**src/verilog/serial_mem_pkg.sv**
```systemverilog
// shared byte type, command codes and engine stage encoding
// for the serial memory loader

`default_nettype none

package serial_mem_pkg;

    // payload word carried on every byte port
    typedef logic [7:0] byte_t;

    // command byte values
    localparam byte_t cmd_write = 8'h57; // 'W'
    localparam byte_t cmd_read  = 8'h52; // 'R'

    // address bytes in a command header, high byte first
    localparam int addr_bytes = 3;

    // engine stages, header bytes first, then transfer
    typedef enum logic [2:0] {
        st_cmd      = 3'd0, // waiting for command byte
        st_addr_hi  = 3'd1, // address bits 23:16
        st_addr_mid = 3'd2, // address bits 15:8
        st_addr_lo  = 3'd3, // address bits 7:0
        st_len      = 3'd4, // length byte, 0 means 256
        st_write    = 3'd5, // storing incoming data bytes
        st_fetch    = 3'd6, // memory read in flight
        st_send     = 3'd7  // handing byte to transmitter
    } stage_t;

endpackage

`default_nettype wire

```
**src/verilog/uart_tx.sv**
```systemverilog
// serial transmitter, one 10-bit frame per start pulse
// start bit, 8 data bits LSB first, stop bit

`timescale 1ns/1ns
`default_nettype none

module uart_tx #(
    parameter int cycles_per_bit = 2500
) (
    input  wire                   clk,
    input  wire                   arst_n,
    input  serial_mem_pkg::byte_t tx_byte,
    input  logic                  tx_start,
    output logic                  tx,
    output logic                  tx_busy
);

    localparam int cnt_w = $clog2(cycles_per_bit);
    localparam logic [cnt_w-1:0] full_load = cnt_w'(cycles_per_bit - 1);

    logic [9:0]       frame;     // bit 0 is on the line
    logic [cnt_w-1:0] cnt;
    logic [3:0]       bits_left;

    assign tx = frame[0];

    always_ff @(posedge clk or negedge arst_n) begin
        if (!arst_n) begin
            frame     <= '1; // idle line high
            cnt       <= '0;
            bits_left <= '0;
            tx_busy   <= 1'b0;
        end else if (!tx_busy) begin
            if (tx_start) begin
                frame     <= {1'b1, tx_byte, 1'b0};
                cnt       <= full_load;
                bits_left <= 4'd9;
                tx_busy   <= 1'b1;
            end
        end else if (cnt != '0) begin
            cnt <= cnt - 1'b1;
        end else if (bits_left == 4'd0) begin
            tx_busy <= 1'b0; // stop bit fully sent
        end else begin
            frame     <= {1'b1, frame[9:1]}; // shift in idle level
            cnt       <= full_load;
            bits_left <= bits_left - 1'b1;
        end
    end

    // the engine must wait for the frame in flight
    a_no_start_busy : assert property (
        @(posedge clk) disable iff (!arst_n)
        tx_start |-> !tx_busy
    );

endmodule

`default_nettype wire
```
**config.mk**
```make
export PLATFORM = sky130hd
export DESIGN_NAME = uart_tx
export DESIGN_NICKNAME = d
export VERILOG_FILES = /design/src/verilog/serial_mem_pkg.sv /design/src/verilog/uart_tx.sv
export SDC_FILE = /design/constraint.sdc
export NUM_CORES = 1
export LEC_CHECK = 0
export BUFFER_PORTS_ARGS = -buffer_cell sky130_fd_sc_hd__buf_2
export CORE_MARGIN = 5
export CORE_UTILIZATION = 25
export DETAILED_ROUTE_END_ITERATION = 7
export GPL_TIMING_DRIVEN = 0
export PLACE_DENSITY = 0.48
export SETUP_SLACK_MARGIN = 0.15
export SLEW_MARGIN = 0
export SYNTH_ARGS = -nofsm -noshare
export SYNTH_HDL_FRONTEND = slang
export SYNTH_SLANG_ARGS = --single-unit
```
**constraint.sdc**
```tcl
create_clock -name clk -period 7.27 [get_ports clk]
set_clock_uncertainty 0.1 [all_clocks]
set_input_delay 1.0905 -clock clk [delete_from_list [all_inputs] [get_ports clk]]
set_output_delay 1.0905 -clock clk [all_outputs]
set_load 0.05 [all_outputs]
```
==> summary.md <==
| Metric | Value |
|---|---|
| RSZ-0062 raised after global routing | no |
| CP cell instances | inv_1, ha_1, or4b_2, nor4_2, clkbuf_1, or3_1, nand3_1 |
| WL/cell | roughly 13 µm |
| Max-cap viol count | 0 |
| Period minus WS final | 2.676 ns |
| Max Root-Sink Buffers | 2 |
| Synth top area cells | dfrtp_1 29%, dfstp_2 16%, mux2_2 7.8% |
| Worst Path Arrival | 2.70 ns |
| Row cnt | 27 |
| Die Area | 0.007418 mm² |
| Netlist Area Pre-Place | 0.001449 mm² |
| Slowest cell on crit path | or4b_2 |
| Synth top area share | 0.2936 |
| Fillers | slightly below 600 |
| Core area | 0.005574 mm² |
| Routed WL | 2991 µm |
| Initial DRC Count | 58 |
| Top-level I/O count | 13 |
| Final Hold Vio Count | 0 |
| Initial core utilization | 0.2599 |
| CP max stage delay | 0.61 ns |
| Final-report setup violation count | 0 |
| Largest net degree at the start of global routing | 27 |
| Antenna-violating nets left | 0 |
| Routability cong. | 0.7421 |
| GRT Util Overall | 0.08948 |
| Share of layout cells above drive strength 1 | 0.3444 |
| Fin crit share | 0.3681 |
| Register share of total power | 0.495 |
| H-Tree Level Count | 1 |
| Final net count | ~170 |
| TritonCTS clock tree | built |
| CP Class | reg -> reg |
| Sink Count | 26 |
| Flip-flop and latch area | 661.9 µm² |
| Most common cell after layout, fill and taps aside | dfrtp_1 |
| Pwr Density | 270.0 mW/mm² |
| CTS root buffer | clkbuf_8 |
| Max Freq | 373.7 MHz |
| Crit-path max FO | 10 |
| Synth cell types | 38 |
| Peak supply drop | 0.0001018 V |
| Ant diodes | 0 |
| Switching Power | 0.1425 mW |
| HPWL after detailed placement | around 2300 µm |
| P_int | 0.3072 mW |
| Grt ovf | 0 |
| DR vias | 1077 |
| Cell accounting for the most synthesized area | dfrtp_1 |
| Multi-input logic area | about 730 µm² |
| Clock Latency Late Sink | 0.27 ns |
| CP endpoint kind | flip-flop |
| Remaining DRCs | 0 |
| Total power | roughly 0.45 mW |
| Post_cts resized | 0 |
| Antenna violations before repair | 0 |
| Area growth syn-to-layout | 14.94% |
| Via-to-Cell Ratio | 4.830 |
| Hold Path Class | reg -> reg |
| Port buffer count | 12 |
| Most frequent cells in the layout | 17 x dfrtp_1, 13 x buf_2, 10 x mux2_2, 10 x o21ai_0, 9 x dfstp_2 |
| Synth warn | 0 |
| Sw frac | 0.3169 |
| Seq/Total Area, Yosys | 0.4568 |
| Status | completed |
| Final TNS setup | 0 ns |
| Combinational share of power | 0.269 |
| Setup bufs post-CTS | 0 |
| Slew @ Worst Pin | just under 0.7 ns |
| Pins Over Slew Limit | 0 |
| Num CTS Buffers | 3 |
| Seq cells post-synth | 26 |
| Die W | 86.13 µm |
| Post-CTS Hold Fix Bufs | 0 |
| First-pass GRT wire length | 5340 µm |
| Vias in the first global route | 1127 |
| Syn_area_per_cell | 10.73 µm² |
| Post-Syn Instances | 135 |
| Clock network power share | 0.236 |
| Worst path required time | 7.30 ns |
| Slew HR | 0.5368 |
| First-pass DRT Iterations | 4 |
| Post-synth net total | 149 |
| CP Launch Type | flip-flop |
| Die Span Y | 86.13 µm |
| Leakage power | 0.6218 nW |
| CTS clk-pin slew, worst paths | ~0.10 ns |
## critical path: cells and delay by family, from the launching register on
kind	cells	cell delay, ns
DFF	1	0.41
adders and majority gates	1	0.19
and+or+nand+nor	4	1.38
buffers and inverters	2	0.47
## metal layers
layer  GRT usage  vias up  part of all wire
li1            -      539                 -
met1      0.1127      528              0.49
met2      0.1521        8              0.48
met3     0.01441        2             0.018
met4     0.03453        0            0.0090
met5           0        -                 0
## logic make-up (layout without fill, tap and decap cells)
| family | after synthesis | after routing | synth area share |
|---|---|---|---|
| AO/OA/AOI/OAI | 28 | 28 | 0.1295 |
| buffers and inverters | 11 | 27 | 0.03972 |
| multiplexers | 15 | 15 | 0.1244 |
| adder cells (fa/ha/maj) | 3 | 3 | 0.02591 |
| AND/OR/NAND/NOR | 52 | 52 | 0.2237 |
| flip-flops | 26 | 26 | 0.4568 |
## per-stage QoR
stage / cell area, µm² / worst slack, ns / instances / hold WS [ns] / utilization
5_1_grt: 1665 / 4.347 / 223 / 0.4450 / 0.2988
4_1_cts: 1665 / 4.588 / 223 / 0.4212 / 0.2988
3_3_place_gp: 1599 / 4.506 / 219 / 0.4036 / 0.2869
3_5_place_dp: 1599 / 4.444 / 219 / 0.4062 / 0.2869
2_1_floorplan: 1449 / 4.797 / 135 / 0.3706 / -
6_report: 1665 / 4.594 / 223 / 0.4173 / 0.2988
## path summary, 6_finish.rpt
| path | depth (start not counted) | endpoint | slack, ns | startpoint |
|---|---|---|---|---|
| min in group asynchronous | 1 | cnt[1]$_DFFE_PN0P_ | 0.71 | arst_n |
| min reg2reg | 1 | frame[8]$_DFFE_PN1P_ | 0.42 | frame[8]$_DFFE_PN1P_ |
| min | 1 | frame[8]$_DFFE_PN1P_ | 0.42 | frame[8]$_DFFE_PN1P_ |
| max in group asynchronous | 1 | cnt[8]$_DFFE_PN0P_ | 5.97 | arst_n |
| max | 7 | cnt[7]$_DFFE_PN0P_ | 4.59 | cnt[0]$_DFFE_PN0P_ |
| max reg2reg | 7 | cnt[7]$_DFFE_PN0P_ | 4.59 | cnt[0]$_DFFE_PN0P_ |
## area by class of cell
| type | count | area share |
|---|---|---|
| tap | 72 | 0.05409 |
| sequential | 26 | 0.3974 |
| multi-input combinational | 98 | 0.4380 |
| clock buffer | 4 | 0.03982 |
| inverter | 5 | 0.01127 |
| buffer | 6 | 0.02329 |
| timing repair buffer | 12 | 0.03606 |
## synth_stat cells
library cell	instances
nor2b_1	1
nor4_2	1
o31a_1	1
or3_1	7
or4_1	4
nand2b_1	2
o22a_1	2
mux2_1	2
nand3_1	7
nand3b_1	2
nor2_1	7
or4_4	2
buf_6	2
nand4_1	1
a32o_1	1
dfrtp_1	17
nand2_1	4
or4b_2	3
dfstp_2	9
o41ai_1	2
ha_1	3
buf_2	1
o311ai_0	1
mux2_2	10
clkbuf_1	3
a21oi_1	6
o31ai_1	1
o21a_1	1
inv_1	5
mux2_4	3
o32ai_1	1
o21ai_1	1
nor3_1	4
o21ai_0	10
or2_2	4
nor4_1	2
a21oi_4	1
nand4bb_1	1
## power by group through the flow
stage	registers (mW)	logic, mW	clock network, mW
6_report	0.223	0.121	0.106
5_1_grt	0.229	0.140	0.116
4_1_cts	0.223	0.122	0.111
3_5_place_dp	0.226	0.121	0
3_3_place_gp	0.223	0.117	0
2_1_floorplan	0.216	0.0963	0
## flip-flops by register name, indices dropped and copies added, names as in the netlist
signal and flops:
cnt 12, tx_busy 1, bits_left 4, frame 9
Note: power is estimated with default switching activity, not from simulation.
