<file path="src/verilog/serial_mem_pkg.sv">
// shared byte type, command codes and engine stage encoding
// for the serial memory loader

`default_nettype none

package serial_mem_pkg;

    // payload word carried on every byte port
    typedef logic [7:0] byte_t;

    // command byte values
    localparam byte_t cmd_write = 8'h57; // 'W'
    localparam byte_t cmd_read  = 8'h52; // 'R'

    // address bytes in a command header, high byte first
    localparam int addr_bytes = 3;

    // engine stages, header bytes first, then transfer
    typedef enum logic [2:0] {
        st_cmd      = 3'd0, // waiting for command byte
        st_addr_hi  = 3'd1, // address bits 23:16
        st_addr_mid = 3'd2, // address bits 15:8
        st_addr_lo  = 3'd3, // address bits 7:0
        st_len      = 3'd4, // length byte, 0 means 256
        st_write    = 3'd5, // storing incoming data bytes
        st_fetch    = 3'd6, // memory read in flight
        st_send     = 3'd7  // handing byte to transmitter
    } stage_t;

endpackage

`default_nettype wire

</file>
<file path="src/verilog/cmd_engine.sv">
// command parser and transfer sequencer
// header capture, write stream into memory, read stream out to transmitter

`timescale 1ns/1ns
`default_nettype none

module cmd_engine #(
    parameter int addr_width = 19
) (
    input  wire                   clk,
    input  wire                   arst_n,
    input  serial_mem_pkg::byte_t rx_byte,
    input  logic                  rx_stb,
    input  serial_mem_pkg::byte_t mem_rdata,
    input  logic                  tx_busy,
    output logic [addr_width-1:0] mem_addr,
    output serial_mem_pkg::byte_t mem_wdata,
    output logic                  mem_we,
    output serial_mem_pkg::byte_t tx_byte,
    output logic                  tx_start
);

    localparam int hdr_w = 8 * serial_mem_pkg::addr_bytes;

    serial_mem_pkg::stage_t stage, stage_nxt;
    serial_mem_pkg::byte_t  cmd;
    logic [hdr_w-1:0]       addr_full; // upper bits beyond memory are dropped
    logic [8:0]             count;     // bytes left, up to 256
    logic                   last;
    logic                   step;      // one byte moved this cycle

    assign last      = (count == 9'd1);
    assign mem_addr  = addr_full[addr_width-1:0]; // wraps at top of memory
    assign mem_wdata = rx_byte;
    assign mem_we    = (stage == serial_mem_pkg::st_write) && rx_stb;
    assign tx_byte   = mem_rdata; // stable through st_send, address held
    assign tx_start  = (stage == serial_mem_pkg::st_send) && !tx_busy;
    assign step      = mem_we || tx_start;

    always_comb begin
        stage_nxt = stage;
        case (stage)
            serial_mem_pkg::st_cmd:      if (rx_stb) stage_nxt = serial_mem_pkg::st_addr_hi;
            serial_mem_pkg::st_addr_hi:  if (rx_stb) stage_nxt = serial_mem_pkg::st_addr_mid;
            serial_mem_pkg::st_addr_mid: if (rx_stb) stage_nxt = serial_mem_pkg::st_addr_lo;
            serial_mem_pkg::st_addr_lo:  if (rx_stb) stage_nxt = serial_mem_pkg::st_len;
            serial_mem_pkg::st_len: begin
                if (rx_stb) begin
                    if (cmd == serial_mem_pkg::cmd_write) begin
                        stage_nxt = serial_mem_pkg::st_write;
                    end else if (cmd == serial_mem_pkg::cmd_read) begin
                        stage_nxt = serial_mem_pkg::st_fetch;
                    end else begin
                        stage_nxt = serial_mem_pkg::st_cmd; // unknown command dropped
                    end
                end
            end
            serial_mem_pkg::st_write: begin
                if (rx_stb && last) stage_nxt = serial_mem_pkg::st_cmd;
            end
            serial_mem_pkg::st_fetch: stage_nxt = serial_mem_pkg::st_send;
            serial_mem_pkg::st_send: begin
                if (tx_start) begin
                    stage_nxt = last ? serial_mem_pkg::st_cmd : serial_mem_pkg::st_fetch;
                end
            end
            default: stage_nxt = serial_mem_pkg::st_cmd;
        endcase
    end

    always_ff @(posedge clk or negedge arst_n) begin
        if (!arst_n) begin
            stage <= serial_mem_pkg::st_cmd;
        end else begin
            stage <= stage_nxt;
        end
    end

    // header fields and transfer counters
    always_ff @(posedge clk) begin
        if (rx_stb) begin
            case (stage)
                serial_mem_pkg::st_cmd:      cmd <= rx_byte;
                serial_mem_pkg::st_addr_hi:  addr_full[23:16] <= rx_byte;
                serial_mem_pkg::st_addr_mid: addr_full[15:8]  <= rx_byte;
                serial_mem_pkg::st_addr_lo:  addr_full[7:0]   <= rx_byte;
                serial_mem_pkg::st_len:      count <= (rx_byte == 8'h00) ? 9'd256 : {1'b0, rx_byte};
                default: ;
            endcase
        end
        if (step) begin
            addr_full <= addr_full + 1'b1;
            count     <= count - 1'b1;
        end
    end

    a_we_in_write : assert property (
        @(posedge clk) disable iff (!arst_n)
        mem_we |-> stage == serial_mem_pkg::st_write
    );

endmodule

`default_nettype wire

</file>
<file path="config.mk">
export PLATFORM = sky130hd
export DESIGN_NAME = cmd_engine
export DESIGN_NICKNAME = d
export VERILOG_FILES = /design/src/verilog/serial_mem_pkg.sv /design/src/verilog/cmd_engine.sv
export SDC_FILE = /design/constraint.sdc
export NUM_CORES = 1
export LEC_CHECK = 0
export ABC_AREA = 1
export BUFFER_PORTS_ARGS = -buffer_cell sky130_fd_sc_hd__buf_2
export CAP_MARGIN = 25
export CELL_PAD_IN_SITES_DETAIL_PLACEMENT = 0
export CELL_PAD_IN_SITES_GLOBAL_PLACEMENT = 1
export CORE_ASPECT_RATIO = 0.9
export CORE_MARGIN = 2
export CORE_UTILIZATION = 25
export CTS_CLUSTER_SIZE = 24
export DETAILED_ROUTE_END_ITERATION = 10
export PLACE_DENSITY_LB_ADDON = 0.3
export SLEW_MARGIN = 40
export SYNTH_ARGS = -nofsm -noshare
export SYNTH_HDL_FRONTEND = slang
export SYNTH_SLANG_ARGS = --single-unit
</file>
<file path="constraint.sdc">
create_clock -name clk -period 2.1 [get_ports clk]
set_clock_uncertainty 0.05 [all_clocks]
set_input_delay 0.42 -clock clk [delete_from_list [all_inputs] [get_ports clk]]
set_output_delay 0.42 -clock clk [all_outputs]
set_load 0.01 [all_outputs]
</file>
==> reports/results.tsv <==
metric	value	unit
share of layout cells above drive strength 1	18.8	%
total CTS buffers	5	
r2r startpoint	stage[2]$_DFFE_PN0P_	
Final Critical Period	1930	ps
max-cap viol count	0	
Synth area leader	edfxtp_1	
Worst path slowest cell	dfrtp_1	
worst path arrival time	1460	ps
Reg power frac	49.5	%
number of global-route vias before repair	1917	
total die area	10600	um^2
syn_nets	328	
drc violations	0	
Tot GR Track Use	12.1	%
switching pwr	0.933	mW
internal power	1.58	mW
Synth area leaders	edfxtp_1 44%, nand2_1 14%, inv_1 5.7%	
Clk Latency, worst-skew pair	290	ps
adder-cell share of the synthesized area	1.53	%
hpwl dp	4800	um
Mapped Cells	305	
final count of negative-setup-slack endpoints	0	
diode count	0	
vias	1991	
drt via density	4.27	
crit-path max FO	9	
clock sinks	39	
GP Congestion	0.786	
fmax	517	MHz
initial DRC count	146	
final WL	6000	um
multiplexer area fraction after synthesis	0	%
Reg-to-Reg End	addr_full[14]$_DFFE_PP_	
Chip Width	108	um
Startpoint Class	register	
core area	9610	um^2
max-slew violation count	0	
Max Root-Sink Buffers	2	
Worst Path Required	1630	ps
crit path from	stage[2]$_DFFE_PN0P_	
Starting Density	25.5	%
IR drop worst, VDD	0.290	mV
Worst-Margin Slew	389	ps
M3 GR Usage	2.27	%
Layout area overhead	14.3	%
DIE HEIGHT	97.9	um
initial antenna violation count	0	
met2 usage	17.8	%
port bufs	40	
critical path class	register to primary output	
final hold violation count	0	
largest net degree at the start of global routing	16	
CTS tree	yes	
Mapped Area	2450	um^2
post-route cell area	2800	um^2
Switching Share	37.2	%
unrepaired setup endpoints after global routing	false	
ANT nets after route	0	
pwr dens	898	nW/um^2
worst hold path type	input port to register	
complex-gate fraction of the synthesized area	7.31	%
yosys warns	0	
clock-pin slew on the worst setup and hold paths	70	ps
CP endpoint kind	primary output	
final period utilization	92.1	%
Clk pwr share	19.3	%
Area after DPL	2710	um^2
r2r worst-path depth	8	
wire per inst	12.9	um
Avg Cell Area, Syn	8.02	um^2
Most Crowded Layer GR	met2	
worst path cell trace	inv_1, nor2_2, nand2_1, inv_1, buf_2	
XOR/XNOR Fraction of Synth Area	3.94	%
crit-path most repeated cell	inv_1	
largest family of logic cells by synthesized area	simple AND/OR/NAND/NOR gates	
GRT overflow	0	
Fin Setup TNS	0	ps
site row count	34	
post-synthesis register bit count	39	
Root Buffer	clkbuf_8	
Critical path destination	mem_we	
area share of the largest cell type after synthesis	44.2	%
First-pass DRT Iterations	4	
flop2flop setup slack	320	ps
Simple-Gate Fraction of Synth Area	27.8	%
first-pass GRT wire length	9960	um
register area share after synthesis	47.2	%
met1 GRT Util	17.6	%
Final nets	363	
Slew Limit Headroom	74.1	%
outcome	complete, no violations	
Post-CTS Setup Inserts	0	
Largest stage delay, worst path	510	ps
Comb pwr share	31.2	%
io pins	57	
Leak Pwr	1.25	nW
H-Tree Depth	2	
post-synthesis cell type count	32	
-- logic make-up after synthesis --
family	Yosys count
DFF	39
and+or+nand+nor	163
xor gates and xnor gates	11
buffers and inverters	59
AOI/OAI and AO/OA	30
adders and majority gates	3
-- power groups by stage --
| stage | logic, mW | clock network (mW) | registers (mW) |
|---|---|---|---|
| after global routing | 0.902 | 0.534 | 1.28 |
| after CTS | 0.798 | 0.508 | 1.25 |
| after floorplan | 0.545 | 0 | 1.23 |
| final | 0.783 | 0.483 | 1.24 |
| after detailed placement | 0.794 | 0 | 1.26 |
| after global placement | 0.793 | 0 | 1.26 |
-- cell type report --
type                            instances  area [um^2]
Clock buffer                            5         68.8
Clock inverter                          2         8.76
Fill cell                            1100         6820
Inverter                               38          143
Multi-Input combinational cell        207          992
Sequential cell                        39         1160
Tap cell                              126          158
Timing Repair Buffer                   49          270
-- layer usage --
layer / share of wire (%) / vias up
met5: 0 / -
met3: 3.8 / 8
met1: 52 / 902
met2: 43 / 39
li1: - / 1042
met4: 1.8 / 0
-- how the worst min path moves through the flow --
stage,depth (start not counted),startpoint,end
global route,1,rx_byte[0],cmd[0]$_DFFE_PP_
global placement,1,arst_n,stage[0]$_DFFE_PN0P_
CTS,1,rx_byte[2],cmd[2]$_DFFE_PP_
detailed placement,1,arst_n,stage[0]$_DFFE_PN0P_
floorplan,0,arst_n,stage[0]$_DFFE_PN0P_
finish,1,rx_byte[2],cmd[2]$_DFFE_PP_
-- layout by cell type (no fill, tap or decap), types with 3 or more instances in the layout --
cell       n
buf_4      8
buf_2     40
dfrtp_1    3
xor2_1    10
nor3_1     3
nor2_1    35
nand2_1   91
edfxtp_1  36
a21oi_1    4
o21ai_0   17
ha_1       3
nand3_1   22
clkbuf_8   5
inv_1     37
-- registers in the layout, summed over array words and instances (netlist names) --
| signal | count |
|---|---|
| stage | 3 |
| count | 9 |
| addr_full | 19 |
| cmd | 8 |
-- critical path: cells and delay by family, from the launching register on --
kind                   cells  cell delay [ps]
buffers and inverters      3              320
and+or+nand+nor            2              330
DFF                        1              510
-- through the flow --
step	cells	total power, mW	setup slack, ps	util, %	hold WS (ps)
detailed placement	458	2.06	327	28.2	172
global placement	458	2.05	335	28.2	171
CTS	466	2.55	149	29.1	292
floorplan	305	1.77	78.1	-	74.4
finish	466	2.51	166	29.1	298
global route	466	2.71	48.2	29.1	306
-- cell usage after synthesis --
cell / instances
nand2_1: 91
inv_1: 37
edfxtp_1: 36
nor2_1: 35
nand3_1: 22
buf_4: 18
o21ai_0: 17
xor2_1: 10
a21oi_1: 4
dfrtp_1: 3
ha_1: 3
nor3_1: 3
a31oi_1: 2
nand4_1: 2
nor2_2: 2
nor4_1: 2
o21ai_1: 2
or2_2: 2
a21oi_4: 1
buf_2: 1
buf_6: 1
clkbuf_2: 1
inv_2: 1
nand2_2: 1
nand3_2: 1
nand3b_1: 1
nor3b_1: 1
o21ai_2: 1
o22ai_1: 1
o31ai_1: 1
o31ai_2: 1
xnor2_1: 1
-- timing repair --
action,in CTS,in global routing
resized for setup,0,0
endpoints found under the hold margin,3,0
hold buffers,1,0
Power figures use the tool's default switching activity.
