`config.mk`:
```
export PLATFORM = sky130hd
export DESIGN_NAME = uart_rx
export DESIGN_NICKNAME = d
export VERILOG_FILES = /design/src/verilog/serial_mem_pkg.sv /design/src/verilog/uart_rx.sv
export SDC_FILE = /design/constraint.sdc
export NUM_CORES = 1
export LEC_CHECK = 0
export ABC_AREA = 1
export BUFFER_PORTS_ARGS = -buffer_cell sky130_fd_sc_hd__buf_2
export CELL_PAD_IN_SITES_DETAIL_PLACEMENT = 0
export CELL_PAD_IN_SITES_GLOBAL_PLACEMENT = 1
export CORE_MARGIN = 2
export CORE_UTILIZATION = 40
export DETAILED_ROUTE_END_ITERATION = 12
export GPL_TIMING_DRIVEN = 0
export PLACE_DENSITY_LB_ADDON = 0.25
export SLEW_MARGIN = 20
export SYNTH_ARGS = -nofsm -noshare
export SYNTH_HDL_FRONTEND = slang
export SYNTH_SLANG_ARGS = --single-unit
```
`constraint.sdc`:
```
create_clock -name clk -period 1.9 [get_ports clk]
set_input_delay 0.19 -clock clk [delete_from_list [all_inputs] [get_ports clk]]
set_output_delay 0.19 -clock clk [all_outputs]
set_load 0.02 [all_outputs]
```
`src/verilog/serial_mem_pkg.sv`:
```
// shared byte type, command codes and engine stage encoding
// for the serial memory loader

`default_nettype none

package serial_mem_pkg;

    // payload word carried on every byte port
    typedef logic [7:0] byte_t;

    // command byte values
    localparam byte_t cmd_write = 8'h57; // 'W'
    localparam byte_t cmd_read  = 8'h52; // 'R'

    // address bytes in a command header, high byte first
    localparam int addr_bytes = 3;

    // engine stages, header bytes first, then transfer
    typedef enum logic [2:0] {
        st_cmd      = 3'd0, // waiting for command byte
        st_addr_hi  = 3'd1, // address bits 23:16
        st_addr_mid = 3'd2, // address bits 15:8
        st_addr_lo  = 3'd3, // address bits 7:0
        st_len      = 3'd4, // length byte, 0 means 256
        st_write    = 3'd5, // storing incoming data bytes
        st_fetch    = 3'd6, // memory read in flight
        st_send     = 3'd7  // handing byte to transmitter
    } stage_t;

endpackage

`default_nettype wire

```
`src/verilog/uart_rx.sv`:
```
// serial receiver with mid-bit sampling
// emits a byte strobe per good frame or a framing error pulse

`timescale 1ns/1ns
`default_nettype none

module uart_rx #(
    parameter int cycles_per_bit = 2500
) (
    input  wire                   clk,
    input  wire                   arst_n,
    input  logic                  rx,
    output serial_mem_pkg::byte_t rx_byte,
    output logic                  rx_stb,
    output logic                  frame_err
);

    localparam int cnt_w = $clog2(cycles_per_bit);
    // first wait lands near mid start bit after 4 cycles of sync and edge detect
    localparam logic [cnt_w-1:0] half_load = cnt_w'(cycles_per_bit / 2 - 4);
    localparam logic [cnt_w-1:0] full_load = cnt_w'(cycles_per_bit - 1);

    logic             rx_s1, rx_s2, rx_s3; // sync chain plus edge history
    logic             busy;
    logic [cnt_w-1:0] cnt;
    logic [3:0]       bit_idx;             // 0 start, 1..8 data, 9 stop
    logic             start_edge;

    assign start_edge = rx_s3 && !rx_s2; // falling edge only so a low line does not retrigger

    always_ff @(posedge clk or negedge arst_n) begin
        if (!arst_n) begin
            rx_s1 <= 1'b1;
            rx_s2 <= 1'b1;
            rx_s3 <= 1'b1;
        end else begin
            rx_s1 <= rx;
            rx_s2 <= rx_s1;
            rx_s3 <= rx_s2;
        end
    end

    always_ff @(posedge clk or negedge arst_n) begin
        if (!arst_n) begin
            busy      <= 1'b0;
            cnt       <= '0;
            bit_idx   <= '0;
            rx_stb    <= 1'b0;
            frame_err <= 1'b0;
        end else begin
            rx_stb    <= 1'b0; // single-cycle pulses
            frame_err <= 1'b0;
            if (!busy) begin
                if (start_edge) begin
                    busy    <= 1'b1;
                    cnt     <= half_load;
                    bit_idx <= '0;
                end
            end else if (cnt != '0) begin
                cnt <= cnt - 1'b1;
            end else begin
                cnt <= full_load;
                if (bit_idx == 4'd0) begin
                    if (rx_s2) begin
                        busy <= 1'b0; // line back high before mid start bit
                    end
                    bit_idx <= 4'd1;
                end else if (bit_idx == 4'd9) begin
                    busy      <= 1'b0;
                    rx_stb    <= rx_s2;
                    frame_err <= !rx_s2;
                end else begin
                    bit_idx <= bit_idx + 1'b1;
                end
            end
        end
    end

    // data shifts in LSB first
    always_ff @(posedge clk) begin
        if (busy && cnt == '0 && bit_idx >= 4'd1 && bit_idx <= 4'd8) begin
            rx_byte <= {rx_s2, rx_byte[7:1]};
        end
    end

    a_rx_exclusive : assert property (
        @(posedge clk) disable iff (!arst_n)
        !(rx_stb && frame_err)
    );

    a_rx_one_cycle : assert property (
        @(posedge clk) disable iff (!arst_n)
        (rx_stb || frame_err) |=> !(rx_stb || frame_err)
    );

endmodule

`default_nettype wire

```
==> results summary, run 1 <==
The cell count of the worst hold path is 0. The data required time of the worst path is 1.87 ns. The headroom to the max-slew limit came out at 0.665. The simple-gate portion of the synthesized area is 0.285. For this configuration, the core starts out at a cell density of 0.424. The synthesized design contains 30 register bits. The fraction of met2 tracks used by global routing is 0.279. After the last flow step, the layout net total stands at 208.

In the synthesized netlist, the cells that appear most often are 48 x sky130_fd_sc_hd__nand2_1, 21 x sky130_fd_sc_hd__inv_1, 19 x sky130_fd_sc_hd__dfrtp_1. Summed over all layers, the global routing overflow is 0. In this run the critical register-to-register path is launched from cnt[0]$_DFFE_PN0P_. At the placement stage, the worst setup path has a slack of -0.208 ns. TritonCTS built the clock tree. The post-detailed-placement half-perimeter wirelength is 2.41 mm.

The antenna diode count came out at 0. The area of the core is 0.00372 mm². The root buffer cell chosen for the clock tree is sky130_fd_sc_hd__clkbuf_8. The number of global-route vias before repair was 1,178. The I/O pin total is 13. Counting flops with a built-in enable in the synthesized netlist gives 8. For the pin with the worst max-slew slack, the measured transition is 0.503 ns. The met1 capacity usage during global routing is 0.197. The maximum level of the CTS H-tree came out at 2. The aggregate routed wire length is 3.16 mm. The upper clock frequency limit came out at 570 MHz.

The static leakage power is 0.000879 µW. Max-cap violations in this run came to 0. The area fraction in compound gates after synthesis came out at 0.0779. The share of synthesized area spent on multiplexers is 0.

The count of vias placed by the detailed router is 1,217. The final antenna-violating net count came out at 0. The cell area power density came out at 1220 mW/mm². Of the total synthesized cell area, the portion taken by full adders, half adders and majority gates is 0.0477.

The post-synth net total came out at 187. The run finished with clean final reports. The DRC marker count from the first detailed-route iteration is 36.

The worst-skew pair later-pin latency came out at 0.28 ns. The first-pass iteration count of the detailed router is 4. The layout-stage area growth over the synthesis result is 16.8%. The multi-input combinational cells in the finished layout cover a total of 672 µm². Of the post-synthesis cell area, the dominant cell type holds 0.302. The data arrival time at the worst-slack endpoint came out at 1.72 ns. The wire length per cell after detailed routing came out at 12.7 µm. The setup path with the least slack is of type reg2reg. The maximum resistive drop on vdd came out at 0.420 mV.

The worst hold path belongs to the class reg2reg. After synthesis, the largest family of logic cells by area is simple AND/OR/NAND/NOR gates. In this run the worst path has a maximum fanout of 8. After synthesis, the mean cell area works out to 8.84 µm². After detailed routing, the number of remaining DRC violations is 0. For met3 alone, demand over resource in global routing was 0.0557.

Registers take 795 µm². The number of antenna violations at the first check in global routing came out at 0. By area the synthesized netlist is led by sky130_fd_sc_hd__dfrtp_1 30%, sky130_fd_sc_hd__edfxtp_1 15%, sky130_fd_sc_hd__nand2_1 11%, sky130_fd_sc_hd__dfstp_2 5.0%, sky130_fd_sc_hd__inv_1 5.0%.

The cell count of the worst reg-to-reg path came out at 8. For hold timing, the worst endpoint is rx_s2$_DFF_PN1_. Of the cells placed in the final design, the portion with a size suffix greater than 1 is 0.185. The minimum setup slack in the final design is 0.145 ns. Setup total negative slack on the finished layout was measured at 0 ns. The number of fillers in the final layout is 358. The async set-or-reset flop fraction in the synthesized netlist is 0.733. The count of final hold-check violations is 0. The most frequently used cell type in the post-synthesis netlist is sky130_fd_sc_hd__nand2_1. Setup repair after global routing left no endpoint under its margin. Tracing the worst setup path back leads to its startpoint at cnt[0]$_DFFE_PN0P_. The largest total area in the synthesized netlist belongs to sky130_fd_sc_hd__dfrtp_1. After clock tree synthesis, the setup repair step added 0 buffers. Synthesis handed over a netlist of 178 instances. The parity-gate share of the synthesized area counting xor and xnor cells is 0.0111.

The total count of max-transition violations in the final report came out at 0. The launching element type of the critical path is a flop. In this run the critical register-to-register path is captured at rx_byte[1]$_DFFE_PP_. Row generation in the floorplan step produced 22 rows. Setup violations remaining at the end of the flow were counted as 0. Counting distinct cell types in the post-synthesis netlist gives 30. The clock skew after layout came out at 0.00179 ns. The via density per instance came out at 4.91. The netlist area before placement came out at 0.00157 mm². The buffer depth of the longest clock path came out at 2. The total of buffers placed on input and output ports is 12.

The clock sink total is 30. In this run the most critical hold path is launched from rx_s1$_DFF_PN1_. For this run, the total global-route usage over all layers was measured as 0.167. The die boundary width came out at 66.7 µm. Entering global routing, the biggest net connects 23 pins. The number of warnings printed during yosys synthesis is 0. The setup check on the worst reg-to-reg path leaves a slack of 0.15 ns. The wire length of the first global-routing pass came out at 5.39 mm.

The clock transition at the registers of the reported paths came out at 0.06 ns. The die footprint is 0.00445 mm². Among all flip-flop cells after synthesis, the most frequent one is sky130_fd_sc_hd__dfrtp_1. The clock period could shrink to 1.75 ns. The layer with the highest usage after global routing is met2. The portion of the post-synthesis area used by sequential elements came out at 0.505. In this run, CTS created clock tree buffers numbering 5.

The final clock period utilization by the worst path came out at 0.924. The congestion estimate from routability-driven global placement came to 0.804. The die height came out at 66.7 µm. STA classifies the critical path endpoint as a flop.
==> worst max-delay path, stage by stage (launching register included) <==
cell,delay [ns]
sky130_fd_sc_hd__dfrtp_1,0.37
sky130_fd_sc_hd__inv_1,0.12
sky130_fd_sc_hd__ha_1,0.19
sky130_fd_sc_hd__nand2_1,0.06
sky130_fd_sc_hd__nor2_1,0.10
sky130_fd_sc_hd__nand2_1,0.07
sky130_fd_sc_hd__inv_1,0.08
sky130_fd_sc_hd__nand3_2,0.18
sky130_fd_sc_hd__nor2_4,0.27
==> registers in the layout, summed over array words and instances, names as in the netlist <==
name       count
bit_idx        4
rx_s2          1
rx_s3          1
cnt           12
rx_stb         1
rx_s1          1
busy           1
rx_byte        8
frame_err      1
==> logic make-up after synthesis <==
logic type | Yosys count
buffers and inverters | 25
adders and majority gates | 6
and+or+nand+nor | 96
xor gates and xnor gates | 2
DFF | 30
AOI/OAI and AO/OA | 19
==> timing repair <==
action,4_1_cts,5_1_grt
resized for setup,2,0
hold endpoints to repair,20,0
endpoints found under the setup margin,8,0
hold buffers,2,0
==> stage by stage <==
stage	hold slack, ns	area (µm²)	std cells	total power [µW]	util
3_5_place_dp	0.195	1690	238	1580	0.456
6_report	0.358	1840	248	2240	0.495
3_3_place_gp	0.189	1690	238	1560	0.456
4_1_cts	0.361	1840	248	2260	0.495
2_1_floorplan	-0.106	1570	178	1430	-
5_1_grt	0.363	1840	248	2420	0.495
==> cells in the final DEF, fill, tap and decap left out, drive strengths merged <==
cell type	Yosys	final
o21ai	7	7
ha	6	6
nand4	6	6
buf	3	15
nor3	6	6
dfrtp	19	19
nor2	16	16
nand3	17	17
bufinv	0	1
dlygate4sd3	0	2
a22oi	1	1
inv	22	22
a21oi	7	7
nand2	51	51
a21boi	1	1
xor2	1	1
o22ai	2	2
clkbuf	0	7
edfxtp	8	8
dfstp	3	3
o21bai	1	1
xnor2	1	1
==> where the power goes <==
group          leakage [µW]  total [µW]  switching (µW)  internal (µW)
combinational      0.000483         643             402            241
clock             0.0000585         660             233            427
sequential         0.000338         933             135            798
total              0.000879        2240             770           1470
==> layer usage <==
metal / wire length [µm] / up-vias
met3: 129 / 4
li1: - / 629
met5: 0 / -
met2: 1570 / 18
met1: 1430 / 566
met4: 34 / 0
==> layout make-up <==
| type | instances | share of cell area |
|---|---|---|
| Clock buffer | 7 | 0.0470 |
| Clock inverter | 1 | 0.0163 |
| Sequential cell | 30 | 0.432 |
| Inverter | 22 | 0.0463 |
| Multi-Input combinational cell | 123 | 0.366 |
| Buffer | 3 | 0.0163 |
| Timing Repair Buffer | 14 | 0.0436 |
| Tap cell | 48 | 0.0327 |
==> worst max path at each step <==
stage	end	slack [ns]
after global routing	rx_byte[6]$_DFFE_PP_	0.0001
after floorplan	rx_byte[0]$_DFFE_PP_	0.13
after global placement	rx_byte[0]$_DFFE_PP_	-0.12
after CTS	rx_byte[1]$_DFFE_PP_	0.11
final	rx_byte[1]$_DFFE_PP_	0.15
after detailed placement	rx_byte[0]$_DFFE_PP_	-0.21
No activity file was read; power rests on OpenSTA's default activity.
==> run 2, diff against run 1 <==
CELL_PAD_IN_SITES_DETAIL_PLACEMENT = not set   (was 0)
CELL_PAD_IN_SITES_GLOBAL_PLACEMENT = not set   (was 1)
CORE_UTILIZATION = 52   (was 40)
GPL_TIMING_DRIVEN = not set   (was 0)
==> run 2 against run 1 <==
- critical path depth grew 1
- die area shrank 22%
- global-route usage grew 2.6 points
- cell area shrank 3.2%
- sequential power grew 1%
- sequential share of layout area grew 1.4 points
- worst hold slack lost 0.022 ns
- clock skew grew 0.011 ns
- cell count shrank 7.3%
- fmax grew 3.8%
==> results summary, run 2 (synthesized netlist as in run 1, its figures left out) <==
The launching element type of the critical path is a flop (unchanged). The cell-internal power came to 1440 µW (was 1470 µW). The post-route DRC violation count came out at 0 (unchanged). The cell count along the critical path was 9 (was 8). The maximum resistive drop on vdd is 0.699 mV (was 0.420 mV). The reg-to-reg startpoint is cnt[0]$_DFFE_PN0P_ (unchanged). The wire length the detailed router placed on met1 came out at 1.29 mm (was 1.43 mm).

The share of post-route cells with drive strength above 1 came out at 0.176 (was 0.185). The peak fanout along the critical path is 8 (unchanged). The starting utilization of the core area is 0.561 (was 0.424).

The row count was 19 (was 22). The worst slack at placement came out at 0.204 ns (was -0.208 ns). The wire length of the first global-routing pass is 5.02 mm (was 5.39 mm). The total global-route track usage came out at 0.193 (was 0.167). The I/O pin total is 13 (unchanged).

The post-CTS setup buffer count came out at 0 (unchanged). The switching portion of total power was 0.348 (was 0.344). The pin count of the biggest net entering global routing was 23 (unchanged). The TritonCTS clock tree is done (unchanged). The total of buffers placed on input and output ports came out at 12 (unchanged). The register name with the most flops is cnt (unchanged). The routability congestion estimate from global placement was 0.851 (was 0.804). The clock skew after layout is 0.0123 ns (was 0.00179 ns). The sum of met2 wire segment lengths after detailed routing is 1.55 mm (was 1.57 mm).

The minimum setup slack in the final design came out at 0.209 ns (was 0.145 ns). The DRC marker count from the first detailed-route iteration is 55 (was 36). The category of the most critical setup path is reg2reg (unchanged). Commonest non-fill, non-tap cells in the layout: 48 x sky130_fd_sc_hd__nand2_1, 21 x sky130_fd_sc_hd__inv_1, 19 x sky130_fd_sc_hd__dfrtp_1, 15 x sky130_fd_sc_hd__nand3_1, 14 x sky130_fd_sc_hd__nor2_1 (was 48 x sky130_fd_sc_hd__nand2_1, 21 x sky130_fd_sc_hd__inv_1, 19 x sky130_fd_sc_hd__dfrtp_1, 15 x sky130_fd_sc_hd__nand3_1, 13 x sky130_fd_sc_hd__nor2_1).

The clock transition at the registers of the reported paths is 0.10 ns (was 0.06 ns). The actual slew at the worst max-slew pin is 0.481 ns (was 0.503 ns). The uppermost layer routed is met4 (unchanged). The wire length on met3 came to 165 µm (was 129 µm). The residual overflow from global routing was 0 (unchanged). The number of cells upsized or downsized after cts is 0 (was 2). The clock root buffer is sky130_fd_sc_hd__clkbuf_4 (was sky130_fd_sc_hd__clkbuf_8). The buffer depth of the longest clock path came out at 2 (unchanged). The number of global-route vias before repair is 1,185 (was 1,178). The post-detailed-placement half-perimeter wirelength is 2.25 mm (was 2.41 mm). The die boundary width came out at 59.0 µm (was 66.7 µm). The number of flip-flops under the largest register name is 12 (unchanged). The count of final hold-check violations came out at 0 (unchanged).

The number of antenna violations at the first check in global routing is 0 (unchanged). The layout net count came out at 207 (was 208). The worst min-delay path class is in2async (was reg2reg).

The final antenna-violating net count was 0 (unchanged). The part of the power in combinational logic is 0.287 (was 0.288). The aggregate routed wire length was 3.05 mm (was 3.16 mm).

The upper clock frequency limit came out at 591 MHz (was 570 MHz). The final count of negative-setup-slack endpoints is 0 (unchanged). Outcome: finished, final reports clean (unchanged). The antenna diode count was 0 (unchanged). The shortest period the worst path allows is 1.69 ns (was 1.75 ns).

The final clock period utilization by the worst path came out at 0.890 (was 0.924). The first-pass iteration count of the detailed router came out at 4 (unchanged). The total clock buffers created by CTS is 5 (unchanged). The delay of the slowest cell on the worst path came out at 0.38 ns (was 0.37 ns). The area of the core came out at 0.00281 mm² (was 0.00372 mm²). The maximum level of the CTS H-tree is 2 (unchanged). The capturing element type of the critical path is a flop (unchanged). The buffer and inverter count on the worst path came out at 3 (was 2). The clock sink total is 30 (unchanged). The fraction of power consumed by sequential logic is 0.427 (was 0.417). The layout-stage area growth over the synthesis result is 13.0% (was 16.8%).

The worst-skew pair later-pin latency is 0.33 ns (was 0.28 ns). The capturing point of the worst reg2reg path was rx_byte[5]$_DFFE_PP_ (was rx_byte[1]$_DFFE_PP_). Leading registers by flop count: cnt x12, rx_byte x8, bit_idx x4 (unchanged). The commonest non-fill, non-tap cell in the layout is sky130_fd_sc_hd__nand2_1 (unchanged). The headroom to the max-slew limit came out at 0.679 (was 0.665). The number of buffers added to fix hold violations after cts came out at 2 (unchanged). The wire length per cell after detailed routing is 13.3 µm (was 12.7 µm). The final hold slack came out at 0.336 ns (was 0.358 ns).

The die footprint is 0.00348 mm² (was 0.00445 mm²). The die height came to 59.0 µm (was 66.7 µm). The via density per instance came out at 5.56 (was 4.91). The cell at the slowest stage of the critical path is sky130_fd_sc_hd__dfrtp_1 (unchanged). RSZ-0062 raised after global routing: false (unchanged). The count of vias placed by the detailed router came out at 1,278 (was 1,217). Cells along the critical path: inv_1, ha_1, nand2_1, nor2_1, nand2_1, inv_1, nand3_2, nor2_1, buf_4 (was inv_1, ha_1, nand2_1, nor2_1, nand2_1, inv_1, nand3_2, nor2_4). The data required time of the worst path was 1.94 ns (was 1.87 ns). The switching power summed over all nets came out at 767 µW (was 770 µW). The setup total negative slack is 0 ns (unchanged).

The total count of max-transition violations in the final report came out at 0 (unchanged). The data arrival time at the worst-slack endpoint came out at 1.73 ns (was 1.72 ns). The cell count of the worst reg-to-reg path came out at 9 (was 8). The number of cells in the finished layout apart from fillers is 230 (was 248).

The cell count after placement came out at 220 (was 238). The cell area power density came out at 1240 mW/mm² (was 1220 mW/mm²). The static leakage power is 0.000867 µW (was 0.000879 µW). The gate family responsible for the most delay along the worst path is simple AND/OR/NAND/NOR gates (unchanged). The share of total power in the clock network came out at 0.286 (was 0.295). The worst reg-to-reg setup slack came to 0.21 ns (was 0.15 ns).

The number of max-cap violations is 0 (unchanged).
==> run 2: per-layer routing <==
| layer | global-route usage | vias up |
|---|---|---|
| met2 | 0.330 | 35 |
| met1 | 0.226 | 614 |
| met4 | 0.0779 | 0 |
| li1 | - | 624 |
| met5 | 0 | - |
| met3 | 0.0590 | 5 |
==> run 2: worst max-delay path by stage <==
stage                            to               start  slack [ns]
2_1_floorplan  rx_byte[0]$_DFFE_PP_  cnt[0]$_DFFE_PN0P_        0.13
3_3_place_gp   rx_byte[0]$_DFFE_PP_  cnt[0]$_DFFE_PN0P_        0.25
3_5_place_dp   rx_byte[3]$_DFFE_PP_  cnt[0]$_DFFE_PN0P_        0.20
4_1_cts        rx_byte[5]$_DFFE_PP_  cnt[0]$_DFFE_PN0P_        0.20
5_1_grt        rx_byte[5]$_DFFE_PP_  cnt[0]$_DFFE_PN0P_        0.04
6_report       rx_byte[5]$_DFFE_PP_  cnt[0]$_DFFE_PN0P_        0.21
==> run 2: area by class of cell <==
type	instances	area, µm²
timing repair buffer	16	95.1
tap	31	38.8
sequential	30	795
inverter	22	85.1
clock inverter	3	63.8
fill	230	1030
clock buffer	5	37.5
multi-input combinational	123	664
==> run 2: power by group through the flow <==
stage               registers [µW]  clock network [µW]  logic, µW
floorplan                      914                   0        515
global placement               942                   0        606
detailed placement             952                   0        625
CTS                            939                 643        634
global route                   958                 663        741
finish                         942                 632        632
==> run 2: stage by stage <==
| stage | power, µW | instance area (µm²) | util |
|---|---|---|---|
| 5_1_grt | 2360 | 1780 | 0.634 |
| 3_3_place_gp | 1550 | 1660 | 0.591 |
| 6_report | 2210 | 1780 | 0.634 |
| 3_5_place_dp | 1580 | 1660 | 0.591 |
| 4_1_cts | 2220 | 1780 | 0.634 |
| 2_1_floorplan | 1430 | 1570 | - |
